### config.mk
export PLATFORM = sky130hd
export DESIGN_NAME = instr_fetch
export DESIGN_NICKNAME = d
export VERILOG_FILES = /design/src/dla_isa_pkg.sv /design/src/instr_fetch.sv
export SDC_FILE = /design/constraint.sdc
export NUM_CORES = 1
export LEC_CHECK = 0
export ABC_AREA = 1
export BUFFER_PORTS_ARGS = -buffer_cell sky130_fd_sc_hd__buf_2
export CELL_PAD_IN_SITES_DETAIL_PLACEMENT = 1
export CELL_PAD_IN_SITES_GLOBAL_PLACEMENT = 1
export CORE_MARGIN = 2
export CORE_UTILIZATION = 23
export DETAILED_ROUTE_END_ITERATION = 10
export GPL_TIMING_DRIVEN = 0
export PLACE_DENSITY_LB_ADDON = 0.1
export SLEW_MARGIN = 15
export SYNTH_ARGS = -nofsm -noshare
export SYNTH_HDL_FRONTEND = slang
export SYNTH_SLANG_ARGS = --single-unit
### constraint.sdc
create_clock -name clk -period 2.11 [get_ports clk]
set_clock_uncertainty 0.1 [all_clocks]
set_input_delay 0.211 -clock clk [delete_from_list [all_inputs] [get_ports clk]]
set_output_delay 0.211 -clock clk [all_outputs]
set_load 0.02 [all_outputs]
### src/dla_isa_pkg.sv
`default_nettype none

package dla_isa_pkg;

  localparam int INSTR_W = 64;

  // opcode 0 is left free and skipped by the sequencer
  typedef enum logic [3:0] {
    OP_LOAD_F = 4'h1, // feature bus to feature buffer
    OP_LOAD_P = 4'h2, // weight bus to scaler or bias buffer
    OP_CONFIG = 4'h3, // lane select and shift
    OP_SCALE  = 4'h4, // stream buffers through the multiply-add
    OP_HALT   = 4'hf  // end of program
  } opcode_e;

  // load and scale view
  typedef struct packed {
    opcode_e     opcode;   // 63:60
    logic        target;   // 59, 0 scaler / 1 bias
    logic [15:0] src_addr; // 58:43 external word address
    logic [7:0]  dst_addr; // 42:35 buffer index
    logic [7:0]  count;    // 34:27 entries minus one
    logic [26:0] pad;
  } xfer_instr_t;

  // config view
  typedef struct packed {
    opcode_e     opcode;   // 63:60
    logic [2:0]  lane_sel; // 59:57
    logic [4:0]  shift;    // 56:52
    logic [51:0] pad;
  } cfg_instr_t;

  // one word, two decodes, opcode common to both
  typedef union packed {
    xfer_instr_t xfer;
    cfg_instr_t  cfg;
  } instr_u;

endpackage

`default_nettype wire
### src/instr_fetch.sv
`timescale 1ns/1ps
`default_nettype none

module instr_fetch #(
  parameter int FIFO_DEPTH = 8,
  parameter int IMEM_AW    = 16
) (
  input  wire                                  clk,
  input  wire                                  i_rst,
  input  wire                                  i_run,
  input  wire  [$clog2(FIFO_DEPTH+1)-1:0]      i_fifo_level,
  output logic [IMEM_AW-1:0]                   o_instr_addr,
  output logic                                 o_instr_rd_en,
  input  wire  [dla_isa_pkg::INSTR_W-1:0]      i_instr_data,
  output logic                                 o_push,
  output logic [dla_isa_pkg::INSTR_W-1:0]      o_push_data
);

  localparam int LW = $clog2(FIFO_DEPTH + 1);

  logic [LW:0] in_use; // fifo words plus words not yet counted
  logic        can_rd;

  // a read in this cycle and a push in this cycle are both unseen by the level
  assign in_use = {1'b0, i_fifo_level} + (LW+1)'(o_instr_rd_en) + (LW+1)'(o_push);
  assign can_rd = i_run && (in_use < FIFO_DEPTH);

  assign o_push_data = i_instr_data; // memory data is valid the cycle after rd_en

  always_ff @(posedge clk) begin
    if (i_rst) begin
      o_instr_rd_en <= 1'b0;
      o_push        <= 1'b0;
      o_instr_addr  <= '0; // program starts at word 0
    end else begin
      o_instr_rd_en <= can_rd;
      o_push        <= o_instr_rd_en; // returning word goes to the fifo
      if (o_instr_rd_en)
        o_instr_addr <= o_instr_addr + 1'b1;
    end
  end

endmodule

`default_nettype wire

==> flow_summary_export.csv <==
group,metric,value,unit
layout,final.fill_count,776,
power,p_sw,262,uW
setup_path,worstPathRequired,2.17,ns
layout,antenna_cells,0,
detailed_routing,ant_nets,0,
placement,place_area,1950,um^2
timing,finalWorstSetupSlack,0.629,ns
placement,gp_congestion,0.728,
layout,final_cell_mix,"buf_2, buf_4, nand2_1",
timing,fin_hold_ws,0.00990,ns
clock_tree,cts_buffers,3,
worst_hold_path,holdCritPathClass,"in -> reg",
clock_tree,clock_latency,0.25,ns
clock_tree,ctsHoldBuffers,0,
global_routing,antenna_found_initial,0,
logic_synthesis,syn-cell-area,1420,um^2
timing,rsz0062_at_grt,"false",
power,combPwrFrac,30.8,%
detailed_routing,via_per_inst,4.08,
placement,dp_slack,0.626,ns
clock_tree,cts_root_buf,"clkbuf_8",
setup_path,path_cells,"ha_1, nand3_2, nor2_4, nand2_2, o21ai_1, nor2_1",
floorplan,rows,28,
outcome,status,"complete, no violations",
logic_synthesis,avgSynthCellArea,7.08,um^2
floorplan,coreArea,5920,um^2
flow_run,cap_violations,0,
setup_path,crit_family,"simple AND/OR/NAND/NOR gates",
setup_path,path_buf_inv,0,
global_routing,grt_pass1_wl,6080,um
layout,register_area,360,um^2
floorplan,die_w,82.4,um
timing,hold_violations,0,
global_routing,grt_overflow,0,
logic_synthesis,yosys_warnings,0,
placement,dp_hpwl,3470,um
power,power.internal,598,uW
floorplan,die_y,82.4,um
setup_path,startpoint_type,"register",
setup_path,arrival,1.54,ns
layout,final_common_cell,"buf_2",
layout,final_cell_area,1990,um^2
clock_tree,clock_sinks,18,
detailed_routing,post-route-drc-count,0,
power,p_leak,1.07,nW
timing,finalMaxSlewViolations,0,
timing,setup_viol,0,
power,power.density,432,nW/um^2
timing,slew_headroom,81.4,%
setup_path,crit_path_max_incr_delay,0.43,ns
global_routing,grt_pass1_vias,1341,
logic_synthesis,ys_types,22,
logic_synthesis,synth_cells,200,
layout,area_delta_synth_final,40.7,%
timing,tns,0,ns
layout,fin_util,33.6,%
clock_tree,clockBufferDepth,2,
clock_tree,cts_resized,0,
floorplan,io_pins,153,
floorplan,initial_core_util,23.9,%
logic_synthesis,ys_seq_elements,18,
detailed_routing,wire_per_inst,11.2,um
global_routing,grt_max_degree,11,
timing,period_minus_slack,1.48,ns
power,seqPwrFrac,40.2,%
power,clkPwrFrac,28.9,%
detailed_routing,totalWireLength,4100,um
layout,multiInputGateArea,500,um^2
setup_path,critPathSlowestCell,"dfxtp_1",
timing,fmax,0.675,GHz
clock_tree,clkTransAtPathRegs,0.07,ns
clock_tree,cts_htree_levels,1,
power,ir_drop,0.000172,V
setup_path,endpoint_kind,"register",
setup_path,crit_type,"reg -> reg",
global_routing,global_route.usage.total,11.5,%
timing,worstMarginPinSlew,0.279,ns
layout,nets,366,
placement,port_buffers,88,
detailed_routing,drt_first_pass_iters,3,
detailed_routing,initialDrtViolationCount,25,
power,p_sw_share,30.5,%
setup_path,cp_max_fo,6,
timing,finalCritPeriodShare,70.2,%
clock_tree,post_cts_buffers,0,
floorplan,dieArea,6800,um^2
layout,layout-drive-gt1-share,59.8,%
logic_synthesis,syn_nets,273,
detailed_routing,via_count,1495,
logic_synthesis,yosysSeqAreaShare,25.5,%
clock_tree,cts_tree,"done",
==> power groups by stage <==
stage | logic [mW] | registers [mW] | clock network [mW]
3_5_place_dp | 0.268 | 0.354 | 0
2_1_floorplan | 0.192 | 0.358 | 0
5_1_grt | 0.287 | 0.347 | 0.277
6_report | 0.265 | 0.346 | 0.249
4_1_cts | 0.269 | 0.346 | 0.258
3_3_place_gp | 0.265 | 0.355 | 0
==> cell type report <==
cell class	count	area share, %
buffer	66	24.8
clock buffer	3	2.07
inverter	16	3.08
multi-input combinational	100	25.1
sequential	18	18.1
tap	75	4.71
timing repair buffer	88	22.1
==> logic make-up after synthesis <==
logic type                 share of synthesized area [%]
buffers and inverters                               39.2
AOI/OAI and AO/OA                                   6.10
DFF                                                 25.5
adders and majority gates                           1.77
and+or+nand+nor                                     27.5
==> cell usage after synthesis <==
cell type	count	area, um^2
nor3_1	2	10.0
nor2_4	3	33.8
nor2_2	3	18.8
a41oi_1	1	8.76
ha_1	2	25.0
o21ai_1	4	20.0
o21a_1	1	7.51
buf_2	1	5.00
nand3_2	2	20.0
dfxtp_1	18	360
nand2_4	1	11.3
o21ai_0	3	15.0
a21oi_1	7	35.0
nor2_1	27	101
buf_4	65	488
nand3_1	9	45.0
nand4_1	2	12.5
clkinv_2	1	5.00
inv_2	2	7.51
nand2_1	28	105
nand2_2	5	31.3
inv_1	13	48.8
==> state kept, by name, indices dropped and copies added (netlist names) <==
register       count
o_push             1
o_instr_addr      16
o_instr_rd_en      1
==> worst paths after layout <==
path	start	end	slack, ns	depth (start not counted)
worst max-delay path	o_instr_addr[0]$_SDFFE_PP0P_	o_instr_addr[12]$_SDFFE_PP0P_	0.63	6
worst min register to register	o_instr_addr[3]$_SDFFE_PP0P_	o_instr_addr[3]$_SDFFE_PP0P_	0.42	1
worst min-delay path	i_fifo_level[3]	o_instr_rd_en$_SDFF_PP0_	0.01	2
worst max register to register	o_instr_addr[0]$_SDFFE_PP0P_	o_instr_addr[12]$_SDFFE_PP0P_	0.63	6
==> stage by stage <==
stage | instances | power [mW]
after detailed placement | 363 | 0.623
after global routing | 366 | 0.911
final | 366 | 0.861
after global placement | 363 | 0.620
after floorplan | 200 | 0.549
after CTS | 366 | 0.873
==> layer usage <==
metal  up-vias  global-route usage, %  routed length, um  share of wire [%]
li1        746                      -                  -                  -
met1       667                   12.9               1580                 39
met2        80                   21.5               2090                 51
met3         2                   2.07                400                9.8
met4         0                   3.83                 21               0.51
met5         -                      0                  0                  0
==> worst register-to-register path, cell delays in order, from the launching register on <==
cell and delay, ns:
dfxtp_1 0.43, ha_1 0.28, nand3_2 0.15, nor2_4 0.18
nand2_2 0.08, o21ai_1 0.13, nor2_1 0.05
Note: power is estimated with default switching activity, not from simulation.
