**config.mk**
```make
export PLATFORM = sky130hd
export DESIGN_NAME = scale_unit
export DESIGN_NICKNAME = d
export VERILOG_FILES = /design/src/dla_dp_pkg.sv /design/src/scale_unit.sv
export SDC_FILE = /design/constraint.sdc
export NUM_CORES = 1
export LEC_CHECK = 0
export ABC_AREA = 1
export ABC_CLOCK_PERIOD_IN_PS = 5900
export BUFFER_PORTS_ARGS = -buffer_cell sky130_fd_sc_hd__buf_4
export CAP_MARGIN = 30
export CORE_MARGIN = 4
export CORE_UTILIZATION = 54
export DETAILED_ROUTE_END_ITERATION = 10
export GPL_TIMING_DRIVEN = 0
export PLACE_DENSITY = 0.81
export SYNTH_ARGS = -nofsm -noshare
export SYNTH_HDL_FRONTEND = slang
export SYNTH_SLANG_ARGS = --single-unit
```
**constraint.sdc**
```tcl
create_clock -name clk -period 5.9 [get_ports clk]
set_input_delay 0.295 -clock clk [delete_from_list [all_inputs] [get_ports clk]]
set_output_delay 0.295 -clock clk [all_outputs]
set_load 0.03 [all_outputs]
```
**src/dla_dp_pkg.sv**
```systemverilog
`default_nettype none

package dla_dp_pkg;

  localparam int FEATURE_W = 16;
  localparam int SCALER_W  = 16;
  localparam int BIAS_W    = 32;
  localparam int RESULT_W  = FEATURE_W + SCALER_W;
  localparam int TN        = 8;   // lanes per feature word
  localparam int FBUS_W    = 128;
  localparam int WBUS_W    = 64;
  localparam int EXT_AW    = 16;  // external bus word address
  localparam int CNT_W     = 8;
  localparam int BUF_AW    = 8;
  localparam int BUF_DEPTH = 1 << BUF_AW;

  typedef logic [RESULT_W-1:0] result_t;

  // addr msb routes parameter writes, 0 scaler / 1 bias
  typedef struct packed {
    logic              en;
    logic [BUF_AW:0]   addr;
    logic [FBUS_W-1:0] data; // narrow buffers take the low bits
  } buf_wr_t;

  typedef struct packed {
    logic [2:0] lane_sel;
    logic [4:0] shift;
  } cfg_t;

  typedef struct packed {
    logic [EXT_AW-1:0] src_addr;
    logic [BUF_AW-1:0] dst_addr;
    logic [CNT_W-1:0]  count;
    logic              target;
  } job_t;

endpackage

`default_nettype wire

```
**src/scale_unit.sv**
```systemverilog
`timescale 1ns/1ps
`default_nettype none

module scale_unit (
  input  wire                                  clk,
  input  wire                                  i_rst,
  input  wire                                  i_cfg_wr,
  input  dla_dp_pkg::cfg_t                     i_cfg,
  input  wire                                  i_req,
  output logic                                 o_ack,
  input  dla_dp_pkg::job_t                     i_job,
  output logic [dla_dp_pkg::BUF_AW-1:0]        o_rd_addr,
  input  wire  [dla_dp_pkg::FBUS_W-1:0]        i_feat,
  input  wire  [dla_dp_pkg::SCALER_W-1:0]      i_scaler,
  input  wire  [dla_dp_pkg::BIAS_W-1:0]        i_bias,
  output dla_dp_pkg::result_t                  o_result,
  output logic                                 o_valid
);

  dla_dp_pkg::cfg_t                                     cfg_q; // lane select and shift
  logic                                                 start, busy, issue, last_issue;
  logic                                                 v1, v2, l1, l2, l3;
  logic [dla_dp_pkg::CNT_W-1:0]                         left;
  logic [dla_dp_pkg::TN-1:0][dla_dp_pkg::FEATURE_W-1:0] lanes;
  logic signed [dla_dp_pkg::RESULT_W-1:0]               prod_q;
  logic signed [dla_dp_pkg::BIAS_W-1:0]                 bias_q;
  logic signed [dla_dp_pkg::RESULT_W-1:0]               sum;

  assign start      = i_req && !busy && !o_ack;
  assign last_issue = issue && (left == '0);
  assign lanes      = i_feat; // lane 0 in the low bits
  assign sum        = prod_q + bias_q; // wraps at 32 bits

  ////////////////////////////////////////////////////////////
  // issue, valid and last flags along the three stages
  ////////////////////////////////////////////////////////////
  always_ff @(posedge clk) begin
    if (i_rst) begin
      cfg_q   <= '0;
      busy    <= 1'b0;
      issue   <= 1'b0;
      {v1, v2, o_valid} <= 3'b000;
      {l1, l2, l3}      <= 3'b000;
      o_ack   <= 1'b0;
    end else begin
      if (i_cfg_wr)
        cfg_q <= i_cfg;
      if (start) begin
        busy  <= 1'b1;
        issue <= 1'b1;
      end else if (last_issue) begin
        issue <= 1'b0;
      end
      v1      <= issue;      // buffer read
      l1      <= last_issue;
      v2      <= v1;         // multiply
      l2      <= l1;
      o_valid <= v2;         // add and shift
      l3      <= l2;
      if (l3) begin
        o_ack <= 1'b1;       // one cycle past the last result
        busy  <= 1'b0;
      end else if (!i_req) begin
        o_ack <= 1'b0;
      end
    end
  end

  ////////////////////////////////////////////////////////////
  // index walk and arithmetic
  ////////////////////////////////////////////////////////////
  always_ff @(posedge clk) begin
    if (start) begin
      o_rd_addr <= i_job.dst_addr;
      left      <= i_job.count;
    end else if (issue) begin
      o_rd_addr <= o_rd_addr + 1'b1;
      left      <= left - 1'b1;
    end
    prod_q   <= $signed(lanes[cfg_q.lane_sel]) * $signed(i_scaler);
    bias_q   <= i_bias;
    o_result <= sum >>> cfg_q.shift; // arithmetic shift
  end

endmodule

`default_nettype wire

```
==> reports/metrics.yaml <==
clock_network:
  cts_tree: "done"
  clockRootBuffer: "clkbuf_16"
  clkSlewWorstSetupHoldPaths_ps: 70
  cts_buffers: 17
  cts_htree_levels: 4
  insertion_delay_ps: 440
  cts.sinks: 129
  clk_path_buf_depth: 2
synth:
  synth_area_leaders: "fa_1 29%, dfxtp_1 12%, nand2_1 11%"
  ys_ff_latch: 129
  yosysTopAreaCell: "fa_1"
  yosysWarnings: 0
  synth_top_area_share: 0.290
  ys_types: 45
  synth-edff-count: 16
  postSynth.asyncResetShare: 0
  syn_area_um2: 18200
  ys_seq_area_frac: 0.151
  synth_flop_cell: "dfxtp_1"
  avgSynthCellArea_um2: 7.48
  postSynthCellCount: 2429
  synthesis.nets: 3028
critical_path:
  crit_type: "register to register"
  cp_data_required_time_ps: 6250
  arrival_ps: 6870
  start_kind: "register"
  cp_slowest_cell: "fa_1"
  worstPathMaxFanout: 8
  slowest_delay_ps: 520
  cp_common_cell: "fa_1"
  crit_path_end_kind: "register"
outcome:
  violations: "negative setup slack"
  status: "complete, but fails checks"
placement:
  hpwl_um: 51300
  place_ws_ps: -1420
  io_buffer_count: 242
  gp_congestion: 0.990
layout:
  fin_nets: 3433
  fillCellCount: 2439
  final_layout_size_suffix_gt1_frac: 0.245
  regArea_um2: 2750
  areaGrowthSynthToFinish_pct: 32.0
  multiInputGateArea_um2: 14500
detailed_routing:
  drt_pass1_iterations: 6
  drt-total-wl_um: 67200
  vias: 18600
  drt_iter0_drc: 1792
  vias_per_cell: 5.64
  route.detailed.drc: 0
  ant_nets: 0
  wl_per_cell_um: 20.4
grt:
  grt_max_degree: 17
  grt_antenna_before_repair: 7
  grt_first_pass_wirelength_um: 101000
  track_usage: 0.356
  overflow: 0
  grt_pass1_vias: 18800
timing:
  hold_viol_final: 0
  slew_headroom: 0.516
  period_share: 1.11
  setup_viol: 19
  period_minus_slack_ps: 6530
  setup_tns_ps: -6450
  fin_skew_ps: 13.0
  worstMarginPinSlew_ps: 724
  setup_slack_ps: -626
  rsz0062_at_grt: "true"
  fmax_ghz: 0.153
  final_max_slew_viol_count: 0
floorplan:
  row_count: 66
  core_um2: 32900
  dieArea_um2: 36600
  ios: 263
  fp.dieH_um: 191
  chipWidth_um: 191
  floorplan.initialDensity: 0.552
flow_run:
  cap_violations: 0
hold_path:
  hold_class: "primary input to register"
worst max-delay path: cells and delay by family (launching register included):
family | cells | cell delay (ps)
AOI/OAI and AO/OA | 2 | 430
adders and majority gates | 7 | 3200
xor gates and xnor gates | 1 | 210
buffers and inverters | 8 | 900
and+or+nand+nor | 11 | 1130
muxes | 1 | 150
DFF | 1 | 360
what timing repair did:
item | 4_1_cts | 5_1_grt
cloned | 4 | 2
hold buffers | 32 | 0
hold endpoints to repair | 32 | 0
endpoints found under the setup margin | 23 | 21
buffers inserted | 71 | 36
pin swaps | 42 | 82
resized for setup | 221 | 140
per-layer routing:
metal | wire (um) | track usage | vias up
met2 | 30700 | 0.565 | 1019
met3 | 7070 | 0.0979 | 218
li1 | - | - | 8343
met4 | 3270 | 0.158 | 0
met5 | 0 | 0 | -
met1 | 26100 | 0.459 | 9011
synth_stat cells (4+ instances only):
library cell / number
nand2_1: 544
nand2_2: 20
clkbuf_1: 39
nand3_2: 6
a21oi_1: 65
clkinv_1: 9
a21o_1: 6
o221ai_1: 33
xnor2_1: 24
fa_1: 263
o21ai_1: 4
o211ai_1: 4
buf_2: 20
o21bai_1: 7
buf_1: 13
nand4_1: 4
dfxtp_1: 113
nand3_1: 228
nor2_1: 247
ha_1: 115
nor2_2: 8
a31oi_1: 6
edfxtp_1: 16
inv_1: 442
nor3_1: 9
inv_2: 9
mux2i_1: 33
xor2_1: 35
o21ai_0: 75
state kept, by name, indices dropped and copies added (netlist names), 8 cells and up:
| name | cells |
|---|---|
| bias_q | 32 |
| cfg_q | 8 |
| left | 8 |
| o_rd_addr | 8 |
| o_result | 32 |
| prod_q | 32 |
worst paths after layout:
kind	slack, ps	cells after the start	startpoint	end
max	-630	30	cfg_q[5]	prod_q[29]
min	120	3	i_req	o_ack
max reg2reg	-630	30	cfg_q[5]	prod_q[29]
min reg2reg	400	2	v1	v2
cell type report:
cell class	count	area share
repair buffers	385	0.135
diodes	8	0.000835
clock inverters	14	0.00564
flip-flops and latches	129	0.115
inverters	460	0.0748
clock buffers	18	0.0183
repair inverters	1	0.000261
well taps	442	0.0231
plain buffers	77	0.0226
multi-input cells	1763	0.605
metrics by stage:
stage,utilization,hold WS (ps),instances,cell area [um2]
CTS,0.702,113,3251,23100
global placement,0.627,394,3113,20600
detailed placement,0.627,397,3113,20600
floorplan,-,323,2429,18200
finish,0.729,119,3297,24000
global route,0.729,143,3296,24000
cell usage in the layout, fill, tap and decap left out, types with 44 or more instances in the layout:
cell,netlist,final
nand2_1,544,505
nor2_1,247,224
nand3_1,228,223
fa_1,263,243
buf_4,3,324
dfxtp_1,113,111
nand2_2,20,47
o21ai_0,75,64
inv_1,442,412
a21oi_1,65,44
ha_1,115,91
cells by family (layout without fill, tap and decap cells):
| logic type | Yosys count | count (layout) | synth area share |
|---|---|---|---|
| simple gates | 1085 | 1085 | 0.251 |
| flops | 129 | 129 | 0.151 |
| other cells | 0 | 8 | 0 |
| compound gates | 208 | 208 | 0.0682 |
| buf+inv | 537 | 955 | 0.114 |
| xor+xnor | 59 | 59 | 0.0285 |
| mux | 33 | 33 | 0.0182 |
| fa+ha+maj | 378 | 378 | 0.369 |
Power is not shown: default switching activity piles up to over one toggle a cycle in this logic, so the estimate is an artifact.
