File: src/dla_dp_pkg.sv
`default_nettype none

package dla_dp_pkg;

  localparam int FEATURE_W = 16;
  localparam int SCALER_W  = 16;
  localparam int BIAS_W    = 32;
  localparam int RESULT_W  = FEATURE_W + SCALER_W;
  localparam int TN        = 8;   // lanes per feature word
  localparam int FBUS_W    = 128;
  localparam int WBUS_W    = 64;
  localparam int EXT_AW    = 16;  // external bus word address
  localparam int CNT_W     = 8;
  localparam int BUF_AW    = 8;
  localparam int BUF_DEPTH = 1 << BUF_AW;

  typedef logic [RESULT_W-1:0] result_t;

  // addr msb routes parameter writes, 0 scaler / 1 bias
  typedef struct packed {
    logic              en;
    logic [BUF_AW:0]   addr;
    logic [FBUS_W-1:0] data; // narrow buffers take the low bits
  } buf_wr_t;

  typedef struct packed {
    logic [2:0] lane_sel;
    logic [4:0] shift;
  } cfg_t;

  typedef struct packed {
    logic [EXT_AW-1:0] src_addr;
    logic [BUF_AW-1:0] dst_addr;
    logic [CNT_W-1:0]  count;
    logic              target;
  } job_t;

endpackage

`default_nettype wire

File: src/dla_isa_pkg.sv
`default_nettype none

package dla_isa_pkg;

  localparam int INSTR_W = 64;

  // opcode 0 is left free and skipped by the sequencer
  typedef enum logic [3:0] {
    OP_LOAD_F = 4'h1, // feature bus to feature buffer
    OP_LOAD_P = 4'h2, // weight bus to scaler or bias buffer
    OP_CONFIG = 4'h3, // lane select and shift
    OP_SCALE  = 4'h4, // stream buffers through the multiply-add
    OP_HALT   = 4'hf  // end of program
  } opcode_e;

  // load and scale view
  typedef struct packed {
    opcode_e     opcode;   // 63:60
    logic        target;   // 59, 0 scaler / 1 bias
    logic [15:0] src_addr; // 58:43 external word address
    logic [7:0]  dst_addr; // 42:35 buffer index
    logic [7:0]  count;    // 34:27 entries minus one
    logic [26:0] pad;
  } xfer_instr_t;

  // config view
  typedef struct packed {
    opcode_e     opcode;   // 63:60
    logic [2:0]  lane_sel; // 59:57
    logic [4:0]  shift;    // 56:52
    logic [51:0] pad;
  } cfg_instr_t;

  // one word, two decodes, opcode common to both
  typedef union packed {
    xfer_instr_t xfer;
    cfg_instr_t  cfg;
  } instr_u;

endpackage

`default_nettype wire
File: src/ctrl_seq.sv
`timescale 1ns/1ps
`default_nettype none

module ctrl_seq (
  input  wire                  clk,
  input  wire                  i_rst,
  input  wire                  i_acc_enable,
  input  wire                  i_empty,
  input  dla_isa_pkg::instr_u  i_instr,
  output logic                 o_pop,
  output dla_dp_pkg::job_t     o_job,
  output logic                 o_req_feat,
  input  wire                  i_ack_feat,
  output logic                 o_req_par,
  input  wire                  i_ack_par,
  output logic                 o_req_scale,
  input  wire                  i_ack_scale,
  output logic                 o_cfg_wr,
  output dla_dp_pkg::cfg_t     o_cfg,
  output logic                 o_done
);

  typedef enum logic [2:0] {
    IDLE,
    POP,
    DISPATCH,
    WAIT_ACK,
    WAIT_RELEASE,
    HALTED
  } state_e;

  state_e              state;
  dla_isa_pkg::instr_u instr_q; // word under decode
  logic                ack_hit;
  logic                ack_busy;

  assign o_pop    = (state == POP);
  assign ack_hit  = (o_req_feat & i_ack_feat) | (o_req_par & i_ack_par) |
                    (o_req_scale & i_ack_scale);
  assign ack_busy = i_ack_feat | i_ack_par | i_ack_scale;

  ////////////////////////////////////////////////////////////
  // decode, job and cfg held stable while req is up
  ////////////////////////////////////////////////////////////
  always_ff @(posedge clk) begin
    if (state == POP)
      instr_q <= i_instr;
    if (state == DISPATCH) begin
      o_job.src_addr <= instr_q.xfer.src_addr;
      o_job.dst_addr <= instr_q.xfer.dst_addr;
      o_job.count    <= instr_q.xfer.count;
      o_job.target   <= instr_q.xfer.target;
      if (instr_q.cfg.opcode == dla_isa_pkg::OP_CONFIG) begin
        o_cfg.lane_sel <= instr_q.cfg.lane_sel; // cfg view of the same word
        o_cfg.shift    <= instr_q.cfg.shift;
      end
    end
  end

  ////////////////////////////////////////////////////////////
  // dispatch fsm, four-phase req/ack to one unit at a time
  ////////////////////////////////////////////////////////////
  always_ff @(posedge clk) begin
    if (i_rst) begin
      state       <= IDLE;
      o_req_feat  <= 1'b0;
      o_req_par   <= 1'b0;
      o_req_scale <= 1'b0;
      o_cfg_wr    <= 1'b0;
      o_done      <= 1'b0;
    end else begin
      o_cfg_wr <= 1'b0; // single cycle strobe
      case (state)
        IDLE:     if (i_acc_enable && !i_empty) state <= POP;
        POP:      state <= DISPATCH;
        DISPATCH: begin
          state <= WAIT_ACK;
          case (instr_q.xfer.opcode)
            dla_isa_pkg::OP_LOAD_F: o_req_feat  <= 1'b1;
            dla_isa_pkg::OP_LOAD_P: o_req_par   <= 1'b1;
            dla_isa_pkg::OP_SCALE:  o_req_scale <= 1'b1;
            dla_isa_pkg::OP_CONFIG: begin
              o_cfg_wr <= 1'b1;
              state    <= IDLE;
            end
            dla_isa_pkg::OP_HALT: begin
              o_done <= 1'b1;
              state  <= HALTED;
            end
            default:  state <= IDLE; // unknown word skipped
          endcase
        end
        WAIT_ACK: if (ack_hit) begin
          o_req_feat  <= 1'b0;
          o_req_par   <= 1'b0;
          o_req_scale <= 1'b0;
          state       <= WAIT_RELEASE;
        end
        WAIT_RELEASE: if (!ack_busy) state <= IDLE; // unit let go
        HALTED:   state <= HALTED; // only reset leaves
        default:  state <= IDLE;
      endcase
    end
  end

endmodule

`default_nettype wire

File: config.mk
export PLATFORM = sky130hd
export DESIGN_NAME = ctrl_seq
export DESIGN_NICKNAME = d
export VERILOG_FILES = /design/src/dla_dp_pkg.sv /design/src/dla_isa_pkg.sv /design/src/ctrl_seq.sv
export SDC_FILE = /design/constraint.sdc
export NUM_CORES = 1
export LEC_CHECK = 0
export BUFFER_PORTS_ARGS = -buffer_cell sky130_fd_sc_hd__buf_2
export CELL_PAD_IN_SITES_DETAIL_PLACEMENT = 0
export CELL_PAD_IN_SITES_GLOBAL_PLACEMENT = 1
export CORE_UTILIZATION = 30
export CTS_CLUSTER_SIZE = 14
export DETAILED_ROUTE_END_ITERATION = 7
export PLACE_DENSITY_LB_ADDON = 0.05
export SYNTH_ARGS = -nofsm -noshare
export SYNTH_HDL_FRONTEND = slang
export SYNTH_SLANG_ARGS = --single-unit
File: constraint.sdc
create_clock -name clk -period 2.8 [get_ports clk]
set_input_delay 0.14 -clock clk [delete_from_list [all_inputs] [get_ports clk]]
set_output_delay 0.14 -clock clk [all_outputs]
set_load 0.005 [all_outputs]
==> results of run 1 <==
-- Yosys cell counts --
cell and instances:
o21ai_0 3, a31oi_1 2, inv_1 2, or3_4 1, xor2_1 1, edfxtp_1 78
or3_1 2, nand2b_1 1, nor2b_2 1, a311oi_1 1, nand3_1 1, o21a_1 2
or3b_4 1, buf_2 1, a21oi_1 2, a221oi_1 1, o32a_2 1, nor3b_2 2
nor3_1 1, a222oi_1 1, nand2_1 4, nor2b_1 3, nand3b_1 3, or4_1 1
dfxtp_1 8, nor2_1 7
-- kinds of logic after synthesis --
kind of cell | synth area share
flip-flops | 0.897
AND/OR/NAND/NOR | 0.0628
AO/OA/AOI/OAI | 0.0327
buffers and inverters | 0.00448
XOR/XNOR | 0.00314
-- registers in the layout (all words and copies together), names as in the netlist --
name	cells
instr_q	37
o_job	33
o_cfg	8
state	3
o_cfg_wr	1
o_done	1
o_req_feat	1
o_req_par	1
o_req_scale	1
-- report_power, final --
group / switching, mW / leakage (nW) / internal [mW]
Combinational: 0.0711 / 0.629 / 0.0867
Clock: 0.419 / 0.113 / 0.588
Sequential: 0.0225 / 0.777 / 1.47
-- worst max-delay path, stage by stage (launching register included) --
cell	delay, ps
dfxtp_1	460
or3b_4	450
or3_4	380
nor2_1	120
buf_4	180
-- layer usage --
metal	up-vias	routed length [um]	track usage
met3	8	359	0.0411
li1	791	-	-
met2	68	2410	0.174
met4	0	87	0.0689
met5	-	0	0
met1	780	2330	0.153
-- layout by cell type, fill, tap and decap left out, types with 2 or more instances in the layout --
cell type	count
or3_1	2
a31oi_1	2
buf_4	3
nor3b_2	2
clkbuf_8	9
nor2b_1	3
dlygate4sd3_1	37
nor2_1	6
edfxtp_1	78
inv_1	2
o21ai_0	3
nand3b_1	3
buf_2	90
nand2_1	4
o21a_1	2
bufinv_16	3
a21oi_1	2
dfxtp_1	8
-- final cells by class --
cell class	instances	area, um2	share of cell area
Inverter	2	7.51	0.00187
Clock inverter	6	110	0.0274
Timing Repair Buffer	131	863	0.214
Tap cell	108	135	0.0336
Clock buffer	9	124	0.0308
Sequential cell	86	2500	0.622
Multi-Input combinational cell	42	283	0.0703
-- per-stage QoR --
step / power, mW / worst slack [ps] / utilization
5_1_grt: 2.78 / 766 / 0.455
3_5_place_dp: 1.64 / 929 / 0.387
2_1_floorplan: 1.56 / 247 / -
3_3_place_gp: 1.64 / 918 / 0.387
6_report: 2.65 / 920 / 0.455
4_1_cts: 2.70 / 867 / 0.455
-- worst paths after layout --
| path | from | end | slack [ps] | cells past startpoint |
|---|---|---|---|---|
| min | i_rst | state[1] | 30 | 2 |
| min reg2reg | instr_q[47] | o_job[21] | 420 | 0 |
| max reg2reg | state[1] | o_cfg[6] | 920 | 4 |
| max | state[1] | o_cfg[6] | 920 | 4 |
==> results.sh, run 1 <==
export IMPL_clockBufferDepth=2
export IMPL_track_usage=0.119
export IMPL_fin_cells=384
export IMPL_die_area_um2=9690
export IMPL_critical_path_class="reg -> reg"
export IMPL_wirelength_mm=5.19
export IMPL_hold_path_class="in -> reg"
export IMPL_cts_root_buf="clkbuf_8"
export IMPL_die_w_um=98.4
export IMPL_vdd_ir_drop_max_mv=0.285
export IMPL_drt_pass1_iter_count=8
export IMPL_drive_above_1_share=0.417
export IMPL_grt_pass1_vias=1669
export IMPL_n_antenna_cell=0
export IMPL_gp_congestion=0.747
export IMPL_grt_max_degree=25
export IMPL_dpl_cell_count=332
export IMPL_hold_violations=0
export IMPL_tritoncts="done"
export IMPL_violations="DRC"
export IMPL_yosysWarnings=0
export IMPL_skew_ps=8.63
export IMPL_final_cell_area_um2=4030
export IMPL_cts_resized_gates=0
export IMPL_power_per_cell_area_nw_per_um2=660
export IMPL_arrival_ps=1930
export IMPL_worstSetupStartpointType="register"
export IMPL_period_share=0.672
export IMPL_yosys_area_top_type="edfxtp_1"
export IMPL_outcome="complete, but fails checks"
export IMPL_drtAntennaViolNets=0
export IMPL_fmax_mhz=532
export IMPL_avgSynthCellArea_um2=21.3
export IMPL_antenna_found_initial=0
export IMPL_ys_types=26
export IMPL_placed_cell_area_um2=3420
export IMPL_path_max_fanout=8
export IMPL_cts_buffers=9
export IMPL_rsz0062_at_grt="no"
export IMPL_yosys_top_cells_area="edfxtp_1 84%, dfxtp_1 5.7%, nor2_1 0.94%"
export IMPL_start_util=0.315
export IMPL_end_kind="register"
export IMPL_cts_sinks=86
export IMPL_grt_overflow_total=0
export IMPL_num_io_pins=118
export IMPL_insertion_delay_ps=340
export IMPL_syn_nets=202
export IMPL_synth_seq_area_share=0.897
export IMPL_drt_iter0_drc=91
export IMPL_post_cts_buffers=0
export IMPL_core_area_um2=8850
export IMPL_wire_per_inst_um=13.5
export IMPL_rows=34
export IMPL_worstPathRequired_ps=2850
export IMPL_areaGrowthSynthToFinish_pct=44.3
export IMPL_timing_max_slew_rel_slack=0.674
export IMPL_leakage_nw=1.52
export IMPL_htreeDepth=3
export IMPL_setup_viol=0
export IMPL_synth_top_area_share=0.839
export IMPL_hold_buffers=37
export IMPL_nets=343
export IMPL_period_needed_ps=1880
export IMPL_fillers=798
export IMPL_postSynthCellCount=131
export IMPL_drv_cap=0
export IMPL_path_clk_slew_ps=80
export IMPL_num_vias=1647
export IMPL_worstMarginPinSlew_ps=488
export IMPL_setup_tns_ps=0
export IMPL_drc_errors=3
export IMPL_holdWs_ps=29.6
export IMPL_grt_pass1_wl_mm=8.51
export IMPL_port_buffers=90
export IMPL_vias_per_cell=4.29
export IMPL_ys_ff_latch=86
export IMPL_syn_area_um2=2790
export IMPL_finalMaxSlewViolations=0
export IMPL_hpwl_mm=3.48
export IMPL_fp_dieH_um=98.4
Power figures use the tool's default switching activity.
==> run 2, diff against run 1 <==
clock period = 1.65 ns   (was 2.8 ns; I/O delays follow)
==> run 2 against run 1 <==
- combinational power increased by 120%
- maximum frequency increased by 17%
- via count increased by 3.5%
- cell area increased by 4.6%
- critical endpoint is now o_cfg[1]
- clock power increased by 53%
- final cell count increased by 4.7%
- sequential power increased by 69%
- the flow still finishes with violations (DRC)
- register-to-register slack got worse by 880 ps
- power increased by 66%
- wire length increased by 6.3%
- first-iteration DRC count decreased by 37%
- sequential share of layout area decreased by 2.7 points
- largest cell class unchanged
- largest power group unchanged
==> results.sh, run 2 (synthesized netlist as in run 1, its figures left out) <==
export IMPL_vias_per_cell=4.24
export IMPL_worstMarginPinSlew_ps=454
export IMPL_start_util=0.315
export IMPL_holdWs_ps=133
export IMPL_worst_path_largest_cell_delay_ps=400
export IMPL_grt_overflow_total=0
export IMPL_drive_above_1_share=0.463
export IMPL_insertion_delay_ps=340
export IMPL_layout_commonest_cell="buf_2"
export IMPL_top_register="instr_q"
export IMPL_drc_errors=7
export IMPL_drtAntennaViolNets=0
export IMPL_placed_cell_area_um2=3510
export IMPL_fp_dieH_um=98.4
export IMPL_rsz0062_at_grt="no"
export IMPL_violations="DRC"
export IMPL_cts_root_buf="clkbuf_8"
export IMPL_finalMaxSlewViolations=0
export IMPL_hold_violations=0
export IMPL_nets=361
export IMPL_hold_path_class="in -> reg"
export IMPL_vdd_ir_drop_max_mv=0.572
export IMPL_worstPathRequired_ps=1710
export IMPL_wirelength_mm=5.51
export IMPL_num_io_pins=118
export IMPL_seq_area_um2=2500
export IMPL_antenna_found_initial=0
export IMPL_die_w_um=98.4
export IMPL_path_clk_slew_ps=80
export IMPL_tritoncts="done"
export IMPL_htreeDepth=3
export IMPL_multi_input_area_um2=290
export IMPL_timing_max_slew_rel_slack=0.697
export IMPL_gp_congestion=0.698
export IMPL_crit_path_top_delay_cell="or3b_4"
export IMPL_final_cell_area_um2=4210
export IMPL_fin_cells=402
export IMPL_arrival_ps=1670
export IMPL_fillers=779
export IMPL_drv_cap=0
export IMPL_num_vias=1704
export IMPL_grt_max_degree=30
export IMPL_areaGrowthSynthToFinish_pct=50.9
export IMPL_period_share=0.974
export IMPL_largest_reg_flops=37
export IMPL_clockBufferDepth=2
export IMPL_port_buffers=90
export IMPL_cp_cell_sequence="or3b_4, or3_4, nor2_4, buf_12"
export IMPL_n_antenna_cell=0
export IMPL_fmax_mhz=622
export IMPL_setup_viol=0
export IMPL_largestRegisters="instr_q: 37 flops, o_job: 33 flops, o_cfg: 8 flops"
export IMPL_drt_iter0_drc=57
export IMPL_cts_sinks=86
export IMPL_drt_pass1_iter_count=6
export IMPL_layout_common_cells="90 x buf_2, 78 x edfxtp_1, 38 x dlygate4sd3_1"
export IMPL_wire_per_inst_um=13.7
export IMPL_end_kind="register"
export IMPL_die_area_um2=9690
export IMPL_period_needed_ps=1610
export IMPL_rows=34
export IMPL_leakage_nw=1.60
export IMPL_grt_pass1_wl_mm=8.58
export IMPL_grt_pass1_vias=1758
export IMPL_critical_path_class="reg -> reg"
export IMPL_hpwl_mm=3.50
export IMPL_track_usage=0.120
export IMPL_dpl_cell_count=339
export IMPL_power_per_cell_area_nw_per_um2=1050
export IMPL_cts_buffers=9
export IMPL_outcome="complete, but fails checks"
export IMPL_setup_tns_ps=0
export IMPL_core_area_um2=8850
export IMPL_path_max_fanout=8
export IMPL_skew_ps=5.94
export IMPL_worstSetupStartpointType="register"
==> run 2: cell count changes in the layout (fill, tap and decap cells not counted) <==
cell and change:
clkbuf_16 +1, clkinvlp_4 +2, bufinv_16 -1, buf_4 +13
nor2_1 -1, dlygate4sd3_1 +1, dfxtp_2 +2, nor2_4 +1
inv_1 -1, clkinv_4 +1, dfxtp_1 -2, inv_6 -1
buf_12 +3
==> run 2: timing repair <==
item / in CTS / in global routing
setup buffers: 1 / 8
endpoints found under the hold margin: 42 / 0
hold buffers: 38 / 0
resized for setup: 0 / 1
pin swaps: 1 / 3
setup endpoints to repair: 8 / 10
gates cloned: 0 / 1
==> run 2: path summary, 6_finish.rpt <==
| path | startpoint | endpoint | slack [ps] | depth (start not counted) |
|---|---|---|---|---|
| min | i_empty | state[0] | 130 | 4 |
| max | state[2] | o_cfg[1] | 40 | 4 |
| min reg2reg | instr_q[28] | o_job[2] | 420 | 0 |
| max reg2reg | state[2] | o_cfg[1] | 40 | 4 |
==> run 2: area by class of cell <==
cell class                 instances  area share
clock buffer                       9      0.0294
clock inverter                     6      0.0208
inverter                           2     0.00268
multi-input combinational         42      0.0690
sequential                        86       0.595
tap                              108      0.0321
timing repair buffer             149       0.251
==> run 2: report_power, final <==
group | internal [mW] | switching, mW | total, mW | leakage [nW]
Clock | 0.841 | 0.709 | 1.55 | 0.0990
Combinational | 0.204 | 0.146 | 0.350 | 0.724
Sequential | 2.49 | 0.0301 | 2.52 | 0.778
Total | 3.53 | 0.885 | 4.42 | 1.60
==> run 2: layer usage <==
metal,vias up,wire length [um],global-route usage
li1,828,-,-
met1,793,2400,0.143
met2,70,2550,0.189
met3,13,458,0.0426
met4,0,114,0.0689
met5,-,0,0
==> run 2: stage by stage <==
stage,setup WS (ps),utilization,power [mW]
2_1_floorplan,-5.32,-,2.65
3_3_place_gp,1.48,0.397,2.80
5_1_grt,1.80,0.476,4.62
4_1_cts,14.1,0.466,4.46
3_5_place_dp,-18.9,0.397,2.81
6_report,42.1,0.476,4.42
==> run 2: critical path, delay by kind of cell, from the launching register on <==
family,cells,cell delay (ps)
buffers and inverters,1,130
flip-flops,1,330
AND/OR/NAND/NOR,3,870
