==> src/dla_dp_pkg.sv <==
`default_nettype none

package dla_dp_pkg;

  localparam int FEATURE_W = 16;
  localparam int SCALER_W  = 16;
  localparam int BIAS_W    = 32;
  localparam int RESULT_W  = FEATURE_W + SCALER_W;
  localparam int TN        = 8;   // lanes per feature word
  localparam int FBUS_W    = 128;
  localparam int WBUS_W    = 64;
  localparam int EXT_AW    = 16;  // external bus word address
  localparam int CNT_W     = 8;
  localparam int BUF_AW    = 8;
  localparam int BUF_DEPTH = 1 << BUF_AW;

  typedef logic [RESULT_W-1:0] result_t;

  // addr msb routes parameter writes, 0 scaler / 1 bias
  typedef struct packed {
    logic              en;
    logic [BUF_AW:0]   addr;
    logic [FBUS_W-1:0] data; // narrow buffers take the low bits
  } buf_wr_t;

  typedef struct packed {
    logic [2:0] lane_sel;
    logic [4:0] shift;
  } cfg_t;

  typedef struct packed {
    logic [EXT_AW-1:0] src_addr;
    logic [BUF_AW-1:0] dst_addr;
    logic [CNT_W-1:0]  count;
    logic              target;
  } job_t;

endpackage

`default_nettype wire

==> src/bus_loader.sv <==
`timescale 1ns/1ps
`default_nettype none

module bus_loader #(
  parameter int BUS_W = 128
) (
  input  wire                                clk,
  input  wire                                i_rst,
  input  wire                                i_req,
  output logic                               o_ack,
  input  dla_dp_pkg::job_t                   i_job,
  output logic [dla_dp_pkg::EXT_AW-1:0]      o_rd_addr,
  output logic                               o_rd_en,
  input  wire  [BUS_W-1:0]                   i_rd_data,
  output dla_dp_pkg::buf_wr_t                o_wr
);

  logic                              start;
  logic                              busy;
  logic                              last_rd; // final read of the burst
  logic                              wr_q;    // read data arriving now
  logic                              last_q;
  logic                              target_q;
  logic [dla_dp_pkg::CNT_W-1:0]      left;
  logic [dla_dp_pkg::BUF_AW-1:0]     wr_idx;

  assign start   = i_req && !busy && !o_ack;
  assign last_rd = o_rd_en && (left == '0);

  always_comb begin
    o_wr.en   = wr_q;
    o_wr.addr = {target_q, wr_idx}; // msb picks scaler or bias
    o_wr.data = dla_dp_pkg::FBUS_W'(i_rd_data);
  end

  always_ff @(posedge clk) begin
    if (i_rst) begin
      busy    <= 1'b0;
      o_rd_en <= 1'b0;
      wr_q    <= 1'b0;
      last_q  <= 1'b0;
      o_ack   <= 1'b0;
    end else begin
      if (start) begin
        busy    <= 1'b1;
        o_rd_en <= 1'b1;
      end else if (last_rd) begin
        o_rd_en <= 1'b0;
      end
      wr_q   <= o_rd_en;
      last_q <= last_rd;
      if (last_q) begin
        o_ack <= 1'b1; // cycle after the last write
        busy  <= 1'b0;
      end else if (!i_req) begin
        o_ack <= 1'b0;
      end
    end
  end

  // burst counters
  always_ff @(posedge clk) begin
    if (start) begin
      o_rd_addr <= i_job.src_addr;
      left      <= i_job.count; // count 0 means one word
      wr_idx    <= i_job.dst_addr;
      target_q  <= i_job.target;
    end else begin
      if (o_rd_en) begin
        o_rd_addr <= o_rd_addr + 1'b1;
        left      <= left - 1'b1;
      end
      if (wr_q)
        wr_idx <= wr_idx + 1'b1;
    end
  end

endmodule

`default_nettype wire

==> config.mk <==
export PLATFORM = sky130hd
export DESIGN_NAME = bus_loader
export DESIGN_NICKNAME = d
export VERILOG_FILES = /design/src/dla_dp_pkg.sv /design/src/bus_loader.sv
export SDC_FILE = /design/constraint.sdc
export NUM_CORES = 1
export LEC_CHECK = 0
export ABC_CLOCK_PERIOD_IN_PS = 1760
export BUFFER_PORTS_ARGS = -buffer_cell sky130_fd_sc_hd__buf_2
export CAP_MARGIN = 20
export CORE_AREA = 2 2 125 127
export CTS_BUF_LIST = sky130_fd_sc_hd__clkbuf_16
export DETAILED_ROUTE_END_ITERATION = 10
export DIE_AREA = 0 0 127 129
export SYNTH_ARGS = -nofsm -noshare
export SYNTH_HDL_FRONTEND = slang
export SYNTH_SLANG_ARGS = --single-unit
==> constraint.sdc <==
create_clock -name clk -period 1.76 [get_ports clk]
set_clock_uncertainty 0.1 [all_clocks]
set_input_delay 0.352 -clock clk [delete_from_list [all_inputs] [get_ports clk]]
set_output_delay 0.352 -clock clk [all_outputs]
set_load 0.01 [all_outputs]
==> impl_metrics.ini, run 1 <==
[outcome]
status = finished clean

[critical_path]
end_kind = flip-flop
required_ns = 1.70
path_max_fanout = 5
start_kind = flip-flop
arrival_ns = 1.57
criticalPathCategory = flip-flop to flip-flop

[timing]
layout_worst_path_cycle_share_pct = 92.8
max-slew-margin-rel_pct = 57.9
finalSetupViolCount = 0
fin_ws_ns = 0.126
fmax_mhz = 612
holdWs_ns = 0.154
fin_crit_ns = 1.63
rsz0062_at_grt = no
final.setup.tns_ns = 0
drv_slew = 0
hold_viol = 0
worst_pin_slew_ns = 0.632

[route]
antenna_left = 0
vias = 1832
drt-pass1-iter-count = 4
routed_wl_um = 6470
drc = 0
drtIter0Drc = 146
wl_per_cell_um = 14.2
routed_via_density = 4.03

[global_route]
grt_max_degree = 31
antenna_found_initial = 0
overflow = 0
grt_pass1_wl_um = 9820
groute.usage.overall_pct = 7.59
grt_pass1_vias = 1877

[pwr]
seq_power_share_pct = 42.6
p_int_mw = 2.19
fin_total_pwr_mw = 2.97
p_switching_uw = 781
combPwrFrac_pct = 18.0
max-vdd-ir-drop_mv = 0.372
power_leakage_nw = 1.03
cellPowerDensity_nw_per_um2 = 1050
swShare_pct = 26.3
p_clk_share_pct = 39.4

[clock_tree]
htree_levels = 2
clk_pin_slew_worst_paths_ns = 0.06
cts_sinks = 38
hold_buffers = 0
cts_buffers = 5
cts_tree = done
postCtsSetupRepairBufs = 0
ctsLongestPathBuffers = 2
clk_latency_ns = 0.28
cts_root_buffer = clkbuf_16

[synth]
synth_cell_types = 29
avgSynthCellArea_sq_um = 9.29
mappedNetlistArea_sq_um = 3020
yosysTopAreaCell = buf_4
synth_seq_area_share_pct = 36.1
ys_warn_count = 0
post-synth-top-area-fraction_pct = 33.1
syn_inst = 325
synth_seq_cells = 38
synth_area_leaders = buf_4, edfxtp_1, xnor2_1
synth.net_count = 493

[cells_and_area]
area_growth_syn_to_layout_pct = -6.38
drive_gt1_share_pct = 35.2
fin_nets = 434
fillCellCount = 1682
insertedDiodeCount = 0

[place]
pre_cts_ws_ns = 0.0784
port_buffers = 63
globalplace.congestion = 0.741
hpwlAfterDp_um = 5030

[floorplan]
fp-row-count = 45
die_w_um = 127
io_pins = 320
fp.coreArea_sq_um = 15000
start_util_pct = 20.2
die_h_um = 129
dieArea_sq_um = 16400

[hold_path]
hold_class = input port to flip-flop

[flow_run]
max_cap_viol_count = 0
## sequential cells by signal, indices dropped and copies added, names as in the netlist
signal and count:
last_q 1, o_rd_en 1, left 8, target_q 1, busy 1, wr_idx 8
wr_q 1, o_rd_addr 16, o_ack 1
## power by group through the flow
stage	combinational, mW	sequential [mW]	clock [mW]
after floorplan	0.577	1.30	0
after global placement	0.532	1.27	0
after detailed placement	0.545	1.28	0
after CTS	0.548	1.26	1.20
after global routing	0.602	1.29	1.23
final	0.536	1.27	1.17
## per-stage QoR
step                      instance area, sq um  utilization (%)  instances
after global routing                      2830             18.9        455
after floorplan                           3020                -        325
final                                     2830             18.9        455
after global placement                    2630             17.6        447
after CTS                                 2820             18.8        455
after detailed placement                  2630             17.6        447
## worst paths after layout
check | start | endpoint | slack [ns] | cells after the start
setup / recovery | o_rd_addr[10] | o_rd_addr[15] | 0.13 | 4
hold / removal | i_job[0] | target_q | 0.15 | 1
setup reg to reg | o_rd_addr[10] | o_rd_addr[15] | 0.13 | 4
hold reg to reg | last_q | busy | 0.34 | 1
## cell type report
class                   instances  area, sq um  area share, %
repair buffers                 71          388           13.7
well taps                     188          235           8.32
flip-flops and latches         38         1090           38.6
multi-input cells             144          902           31.9
inverters                       6         22.5          0.796
clock buffers                   5          125           4.42
clock inverters                 3         63.8           2.26
## cells in the final DEF, fill, tap and decap left out, types with 2 or more instances in the layout
master,count
o21ai_1,3
edfxtp_1,33
nor4_2,5
xor2_1,6
nand2_1,38
buf_2,63
ha_1,4
nor2b_1,2
dfxtp_1,5
or2_2,2
clkbuf_16,5
buf_4,7
o21ai_0,24
mux2_2,2
nor2_1,8
nor3_1,8
inv_1,6
a21oi_1,3
nand3_1,7
bufinv_16,2
nand4_1,3
o21ai_2,3
xnor2_1,20
## timing repair
item / 4_1_cts / 5_1_grt
hold endpoints to repair: 0 / 0
endpoints found under the setup margin: 0 / 1
resized for setup: 0 / 1
## worst max-delay path: stages, from the launching register on
cell,delay (ns)
edfxtp_1,0.47
nand4_2,0.20
nor4_2,0.38
xnor2_1,0.18
o21ai_2,0.07
## Yosys cell counts, drive strengths merged
cell type / number
a21oi: 3
and3: 1
buf: 135
clkbuf: 2
dfxtp: 5
edfxtp: 33
ha: 4
inv: 6
mux2: 2
nand2: 38
nand3: 8
nand4: 5
nor2: 8
nor2b: 2
nor3: 8
nor3b: 1
nor4: 5
nor4b: 1
o21ai: 30
or2: 2
xnor2: 20
xor2: 6
## routing by layer
metal	wire length [um]	track usage (%)	vias to the layer above
li1	-	-	829
met2	2990	11.6	97
met4	308	5.37	0
met3	546	2.70	44
met1	2620	8.86	862
met5	0	0	-
## cells by family (layout without fill, tap and decap cells)
| kind of cell | after synthesis | after routing | synth area share (%) |
|---|---|---|---|
| xor+xnor | 26 | 26 | 7.54 |
| mux | 2 | 2 | 0.746 |
| buf+inv | 143 | 85 | 34.4 |
| compound gates | 33 | 33 | 5.84 |
| flops | 38 | 38 | 36.1 |
| simple gates | 79 | 79 | 13.7 |
| fa+ha+maj | 4 | 4 | 1.66 |
(Power assumes the default switching activity.)
==> run 2, diff against run 1 <==
--- a/config.mk
+++ b/config.mk
@@ -8,10 +8,10 @@
 export ABC_CLOCK_PERIOD_IN_PS = 1760
 export BUFFER_PORTS_ARGS = -buffer_cell sky130_fd_sc_hd__buf_2
 export CAP_MARGIN = 20
-export CORE_AREA = 2 2 125 127
+export CORE_AREA = 2 2 123 125
 export CTS_BUF_LIST = sky130_fd_sc_hd__clkbuf_16
 export DETAILED_ROUTE_END_ITERATION = 10
-export DIE_AREA = 0 0 127 129
+export DIE_AREA = 0 0 125 127
 export SYNTH_ARGS = -nofsm -noshare
 export SYNTH_HDL_FRONTEND = slang
 export SYNTH_SLANG_ARGS = --single-unit
==> impl_metrics.ini, run 2 (synthesis gave the netlist of run 1 again) <==
[outcome]
status = finished clean

[floorplan]
dieArea_sq_um = 15900
fp.coreArea_sq_um = 14400
die_w_um = 125
start_util_pct = 20.9
fp-row-count = 44
die_h_um = 127
io_pins = 320

[clock_tree]
clk_pin_slew_worst_paths_ns = 0.06
postCtsSetupRepairBufs = 0
htree_levels = 2
cts_tree = done
cts_buffers = 5
clk_latency_ns = 0.28
cts_root_buffer = clkbuf_16
ctsLongestPathBuffers = 2
cts_sinks = 38
hold_buffers = 0

[place]
placedInstanceArea_sq_um = 2670
hpwlAfterDp_um = 4980
globalplace.congestion = 0.806
place_inst = 447
pre_cts_ws_ns = 0.0744
port_buffers = 63

[route]
antenna_left = 0
drc = 0
drtIter0Drc = 104
wl_per_cell_um = 14.1
routed_wl_um = 6390
routed_via_density = 3.90
drt-pass1-iter-count = 4
vias = 1774

[critical_path]
start_kind = flip-flop
slowest_stage = edfxtp_1
critPathLaunch = o_rd_addr[2]
criticalPathCategory = flip-flop to flip-flop
required_ns = 1.70
critPathBufInv = 0
reg2reg_from = o_rd_addr[2]
path_cells = nand4_1 -> nor4_2 -> xnor2_1 -> o21ai_2
arrival_ns = 1.59
crit_family = simple AND/OR/NAND/NOR gates
path_max_fanout = 6
end_kind = flip-flop
cpPeakStageDelay_ns = 0.52

[cells_and_area]
area_growth_syn_to_layout_pct = -5.18
insertedDiodeCount = 0
postLayoutCoreUtil_pct = 19.9
reg_top3 = o_rd_addr (16), left (8), wr_idx (8)
largest_register_ffs = 16
fin_nets = 438
mostFrequentLayoutCell = buf_2
largest-register = o_rd_addr
final_cell_mix = buf_2, nand2_1, edfxtp_1
drive_gt1_share_pct = 36.2
fillCellCount = 1600
layoutNonFillerInstCount = 455
postLayoutCellArea_sq_um = 2860

[global_route]
grt_pass1_wl_um = 9910
groute.usage.overall_pct = 7.76
grt_pass1_vias = 1847
overflow = 0
grt_max_degree = 33
antenna_found_initial = 0

[pwr]
power_leakage_nw = 1.06
fin_total_pwr_mw = 3.00
cellPowerDensity_nw_per_um2 = 1050
max-vdd-ir-drop_mv = 0.339

[hold_path]
worstHoldStart = i_job[0]
hold_class = input port to flip-flop

[timing]
final.setup.tns_ns = 0
fmax_mhz = 606
layout_worst_path_cycle_share_pct = 93.8
fin_crit_ns = 1.65
max-slew-margin-rel_pct = 74.5
finalSetupViolCount = 0
hold_viol = 0
worst_pin_slew_ns = 0.377
fin_ws_ns = 0.110
drv_slew = 0
rsz0062_at_grt = yes
holdWs_ns = 0.149

[flow_run]
max_cap_viol_count = 0
[run 2: cell types whose count changed in the layout (fill, tap and decap cells not counted)]
cell      previous run  this run
buf_4                7        10
buf_12               1         2
clkinv_1             1         0
clkinv_4             0         1
nor4_1               0         1
nor4_2               5         4
[run 2: per-layer routing]
layer / global-route usage (%) / part of all wire (%) / up-vias
met4: 4.64 / 4.3 / 0
met2: 12.1 / 44 / 95
li1: - / - / 837
met5: 0 / 0 / -
met1: 8.95 / 42 / 789
met3: 3.14 / 9.6 / 53
[run 2: final timing paths]
path / endpoint / slack (ns) / cells past startpoint
worst max register to register: o_rd_addr[14] / 0.11 / 4
worst max-delay path: o_rd_addr[14] / 0.11 / 4
worst min register to register: busy / 0.34 / 1
worst min-delay path: target_q / 0.15 / 1
[run 2: what timing repair did]
action / 4_1_cts / 5_1_grt
resized for setup: 0 / 0
endpoints found under the setup margin: 0 / 2
endpoints found under the hold margin: 0 / 0
[run 2: where the power goes]
group	switching, mW	internal [mW]	leakage [nW]
Sequential	0.121	1.14	0.367
Clock	0.371	0.815	0.0940
Combinational	0.298	0.262	0.597
[run 2: area by class of cell]
cell class	instances	area (sq um)	share of cell area, %
Clock buffer	5	125	4.37
Timing Repair Buffer	75	430	15.0
Inverter	6	22.5	0.786
Sequential cell	38	1090	38.1
Clock inverter	3	68.8	2.40
Multi-Input combinational cell	144	896	31.3
Tap cell	184	230	8.04
==> run 3, diff against run 2 <==
--- a/config.mk
+++ b/config.mk
@@ -5,7 +5,7 @@
 export SDC_FILE = /design/constraint.sdc
 export NUM_CORES = 1
 export LEC_CHECK = 0
-export ABC_CLOCK_PERIOD_IN_PS = 1760
+export ABC_CLOCK_PERIOD_IN_PS = 1900
 export BUFFER_PORTS_ARGS = -buffer_cell sky130_fd_sc_hd__buf_2
 export CAP_MARGIN = 20
 export CORE_AREA = 2 2 123 125
==> constraint.sdc (replaced) <==
create_clock -name clk -period 1.9 [get_ports clk]
set_clock_uncertainty 0.1 [all_clocks]
set_input_delay 0.38 -clock clk [delete_from_list [all_inputs] [get_ports clk]]
set_output_delay 0.38 -clock clk [all_outputs]
set_load 0.01 [all_outputs]
==> impl_metrics.ini, run 3 (synthesis gave the netlist of run 1 again) <==
[critical_path]
reg2reg_depth = 5
criticalPathCategory = flip-flop to flip-flop
end_kind = flip-flop
required_ns = 1.83
arrival_ns = 1.61
start_kind = flip-flop
path_max_fanout = 5

[place]
hpwlAfterDp_um = 4900
globalplace.congestion = 0.760
port_buffers = 63
place_inst = 439
pre_cts_ws_ns = 0.194

[outcome]
status = finished clean

[timing]
worst_pin_slew_ns = 0.607
hold_viol = 0
rsz0062_at_grt = no
fin_ws_ns = 0.214
fmax_mhz = 593
drv_slew = 0
max-slew-margin-rel_pct = 59.5
finalSetupViolCount = 0
final.setup.tns_ns = 0
fin_crit_ns = 1.69
layout_worst_path_cycle_share_pct = 88.8

[cells_and_area]
mostFrequentLayoutCell = buf_2
insertedDiodeCount = 0
layoutNonFillerInstCount = 447
fin_nets = 430
final_cell_mix = buf_2, nand2_1, edfxtp_1
largest-register = o_rd_addr
largest_register_ffs = 16
drive_gt1_share_pct = 33.8
area_growth_syn_to_layout_pct = -7.75
reg_top3 = o_rd_addr (16), left (8), wr_idx (8)
postLayoutCoreUtil_pct = 19.3

[clock_tree]
cts_buffers = 5
ctsResizeCount = 0
clk_pin_slew_worst_paths_ns = 0.06
clk_latency_ns = 0.28
ctsLongestPathBuffers = 2
postCtsSetupRepairBufs = 0
hold_buffers = 0
cts_sinks = 38
cts_root_buffer = clkbuf_16
cts_tree = done
htree_levels = 2

[pwr]
swShare_pct = 26.0
power_leakage_nw = 1.01
p_clk_share_pct = 39.5
cellPowerDensity_nw_per_um2 = 977
combPwrFrac_pct = 17.2
seq_power_share_pct = 43.3
p_switching_uw = 707
fin_total_pwr_mw = 2.72
p_int_mw = 2.01
max-vdd-ir-drop_mv = 0.465

[floorplan]
fp.coreArea_sq_um = 14400
die_w_um = 125
dieArea_sq_um = 15900
start_util_pct = 20.9
fp-row-count = 44
io_pins = 320
die_h_um = 127

[global_route]
grt_max_degree = 32
grt_pass1_wl_um = 9690
groute.usage.overall_pct = 7.66
antenna_found_initial = 0
overflow = 0
grt_pass1_vias = 1875

[route]
drtIter0Drc = 94
routed_via_density = 3.95
drc = 0
wl_per_cell_um = 14.0
antenna_left = 0
drt-pass1-iter-count = 4
routed_wl_um = 6270
vias = 1765

[flow_run]
max_cap_viol_count = 0

[hold_path]
hold_class = input port to flip-flop
hold_depth = 1
[run 3: changes by cell type in the layout (fill, tap and decap cells not counted)]
cell | previous run | this run
clkinv_4 | 1 | 0
buf_4 | 10 | 3
clkinv_1 | 0 | 1
buf_12 | 2 | 1
[run 3: power by group through the flow]
stage          sequential [mW]  clock [mW]  combinational, mW
2_1_floorplan             1.20           0              0.535
3_3_place_gp              1.20           0              0.464
3_5_place_dp              1.20           0              0.475
4_1_cts                   1.18        1.09              0.479
5_1_grt                   1.20        1.12              0.530
6_report                  1.18        1.08              0.468
[run 3: critical path, cell delays in order, from the launching register on]
cell and delay [ns]:
edfxtp_1 0.45, ha_1 0.24, nand4_1 0.17, nor3_1 0.24
xnor2_1 0.15, o21ai_1 0.07
[run 3: through the flow]
stage          area, sq um  hold WS, ns
2_1_floorplan         3020        0.299
3_3_place_gp          2600        0.314
3_5_place_dp          2600        0.311
4_1_cts               2790        0.187
5_1_grt               2790        0.188
6_report              2790        0.188
[run 3: final timing paths]
check	from	to	slack (ns)
hold reg to reg	last_q	busy	0.33
hold / removal	i_job[0]	target_q	0.19
setup reg to reg	o_rd_addr[0]	o_rd_addr[10]	0.21
setup / recovery	o_rd_addr[0]	o_rd_addr[10]	0.21
[run 3: cell type report]
cell class / instances / area (sq um)
fill: 1609 / 11600
sequential: 38 / 1090
multi-input combinational: 144 / 896
timing repair buffer: 67 / 358
tap: 184 / 230
clock buffer: 5 / 125
clock inverter: 3 / 63.8
inverter: 6 / 22.5
[run 3: per-layer routing]
metal	GRT usage (%)	vias up	part of all wire, %
li1	-	825	-
met1	8.64	792	41
met2	12.3	98	45
met3	2.85	50	9.1
met4	4.84	0	4.1
met5	0	-	0
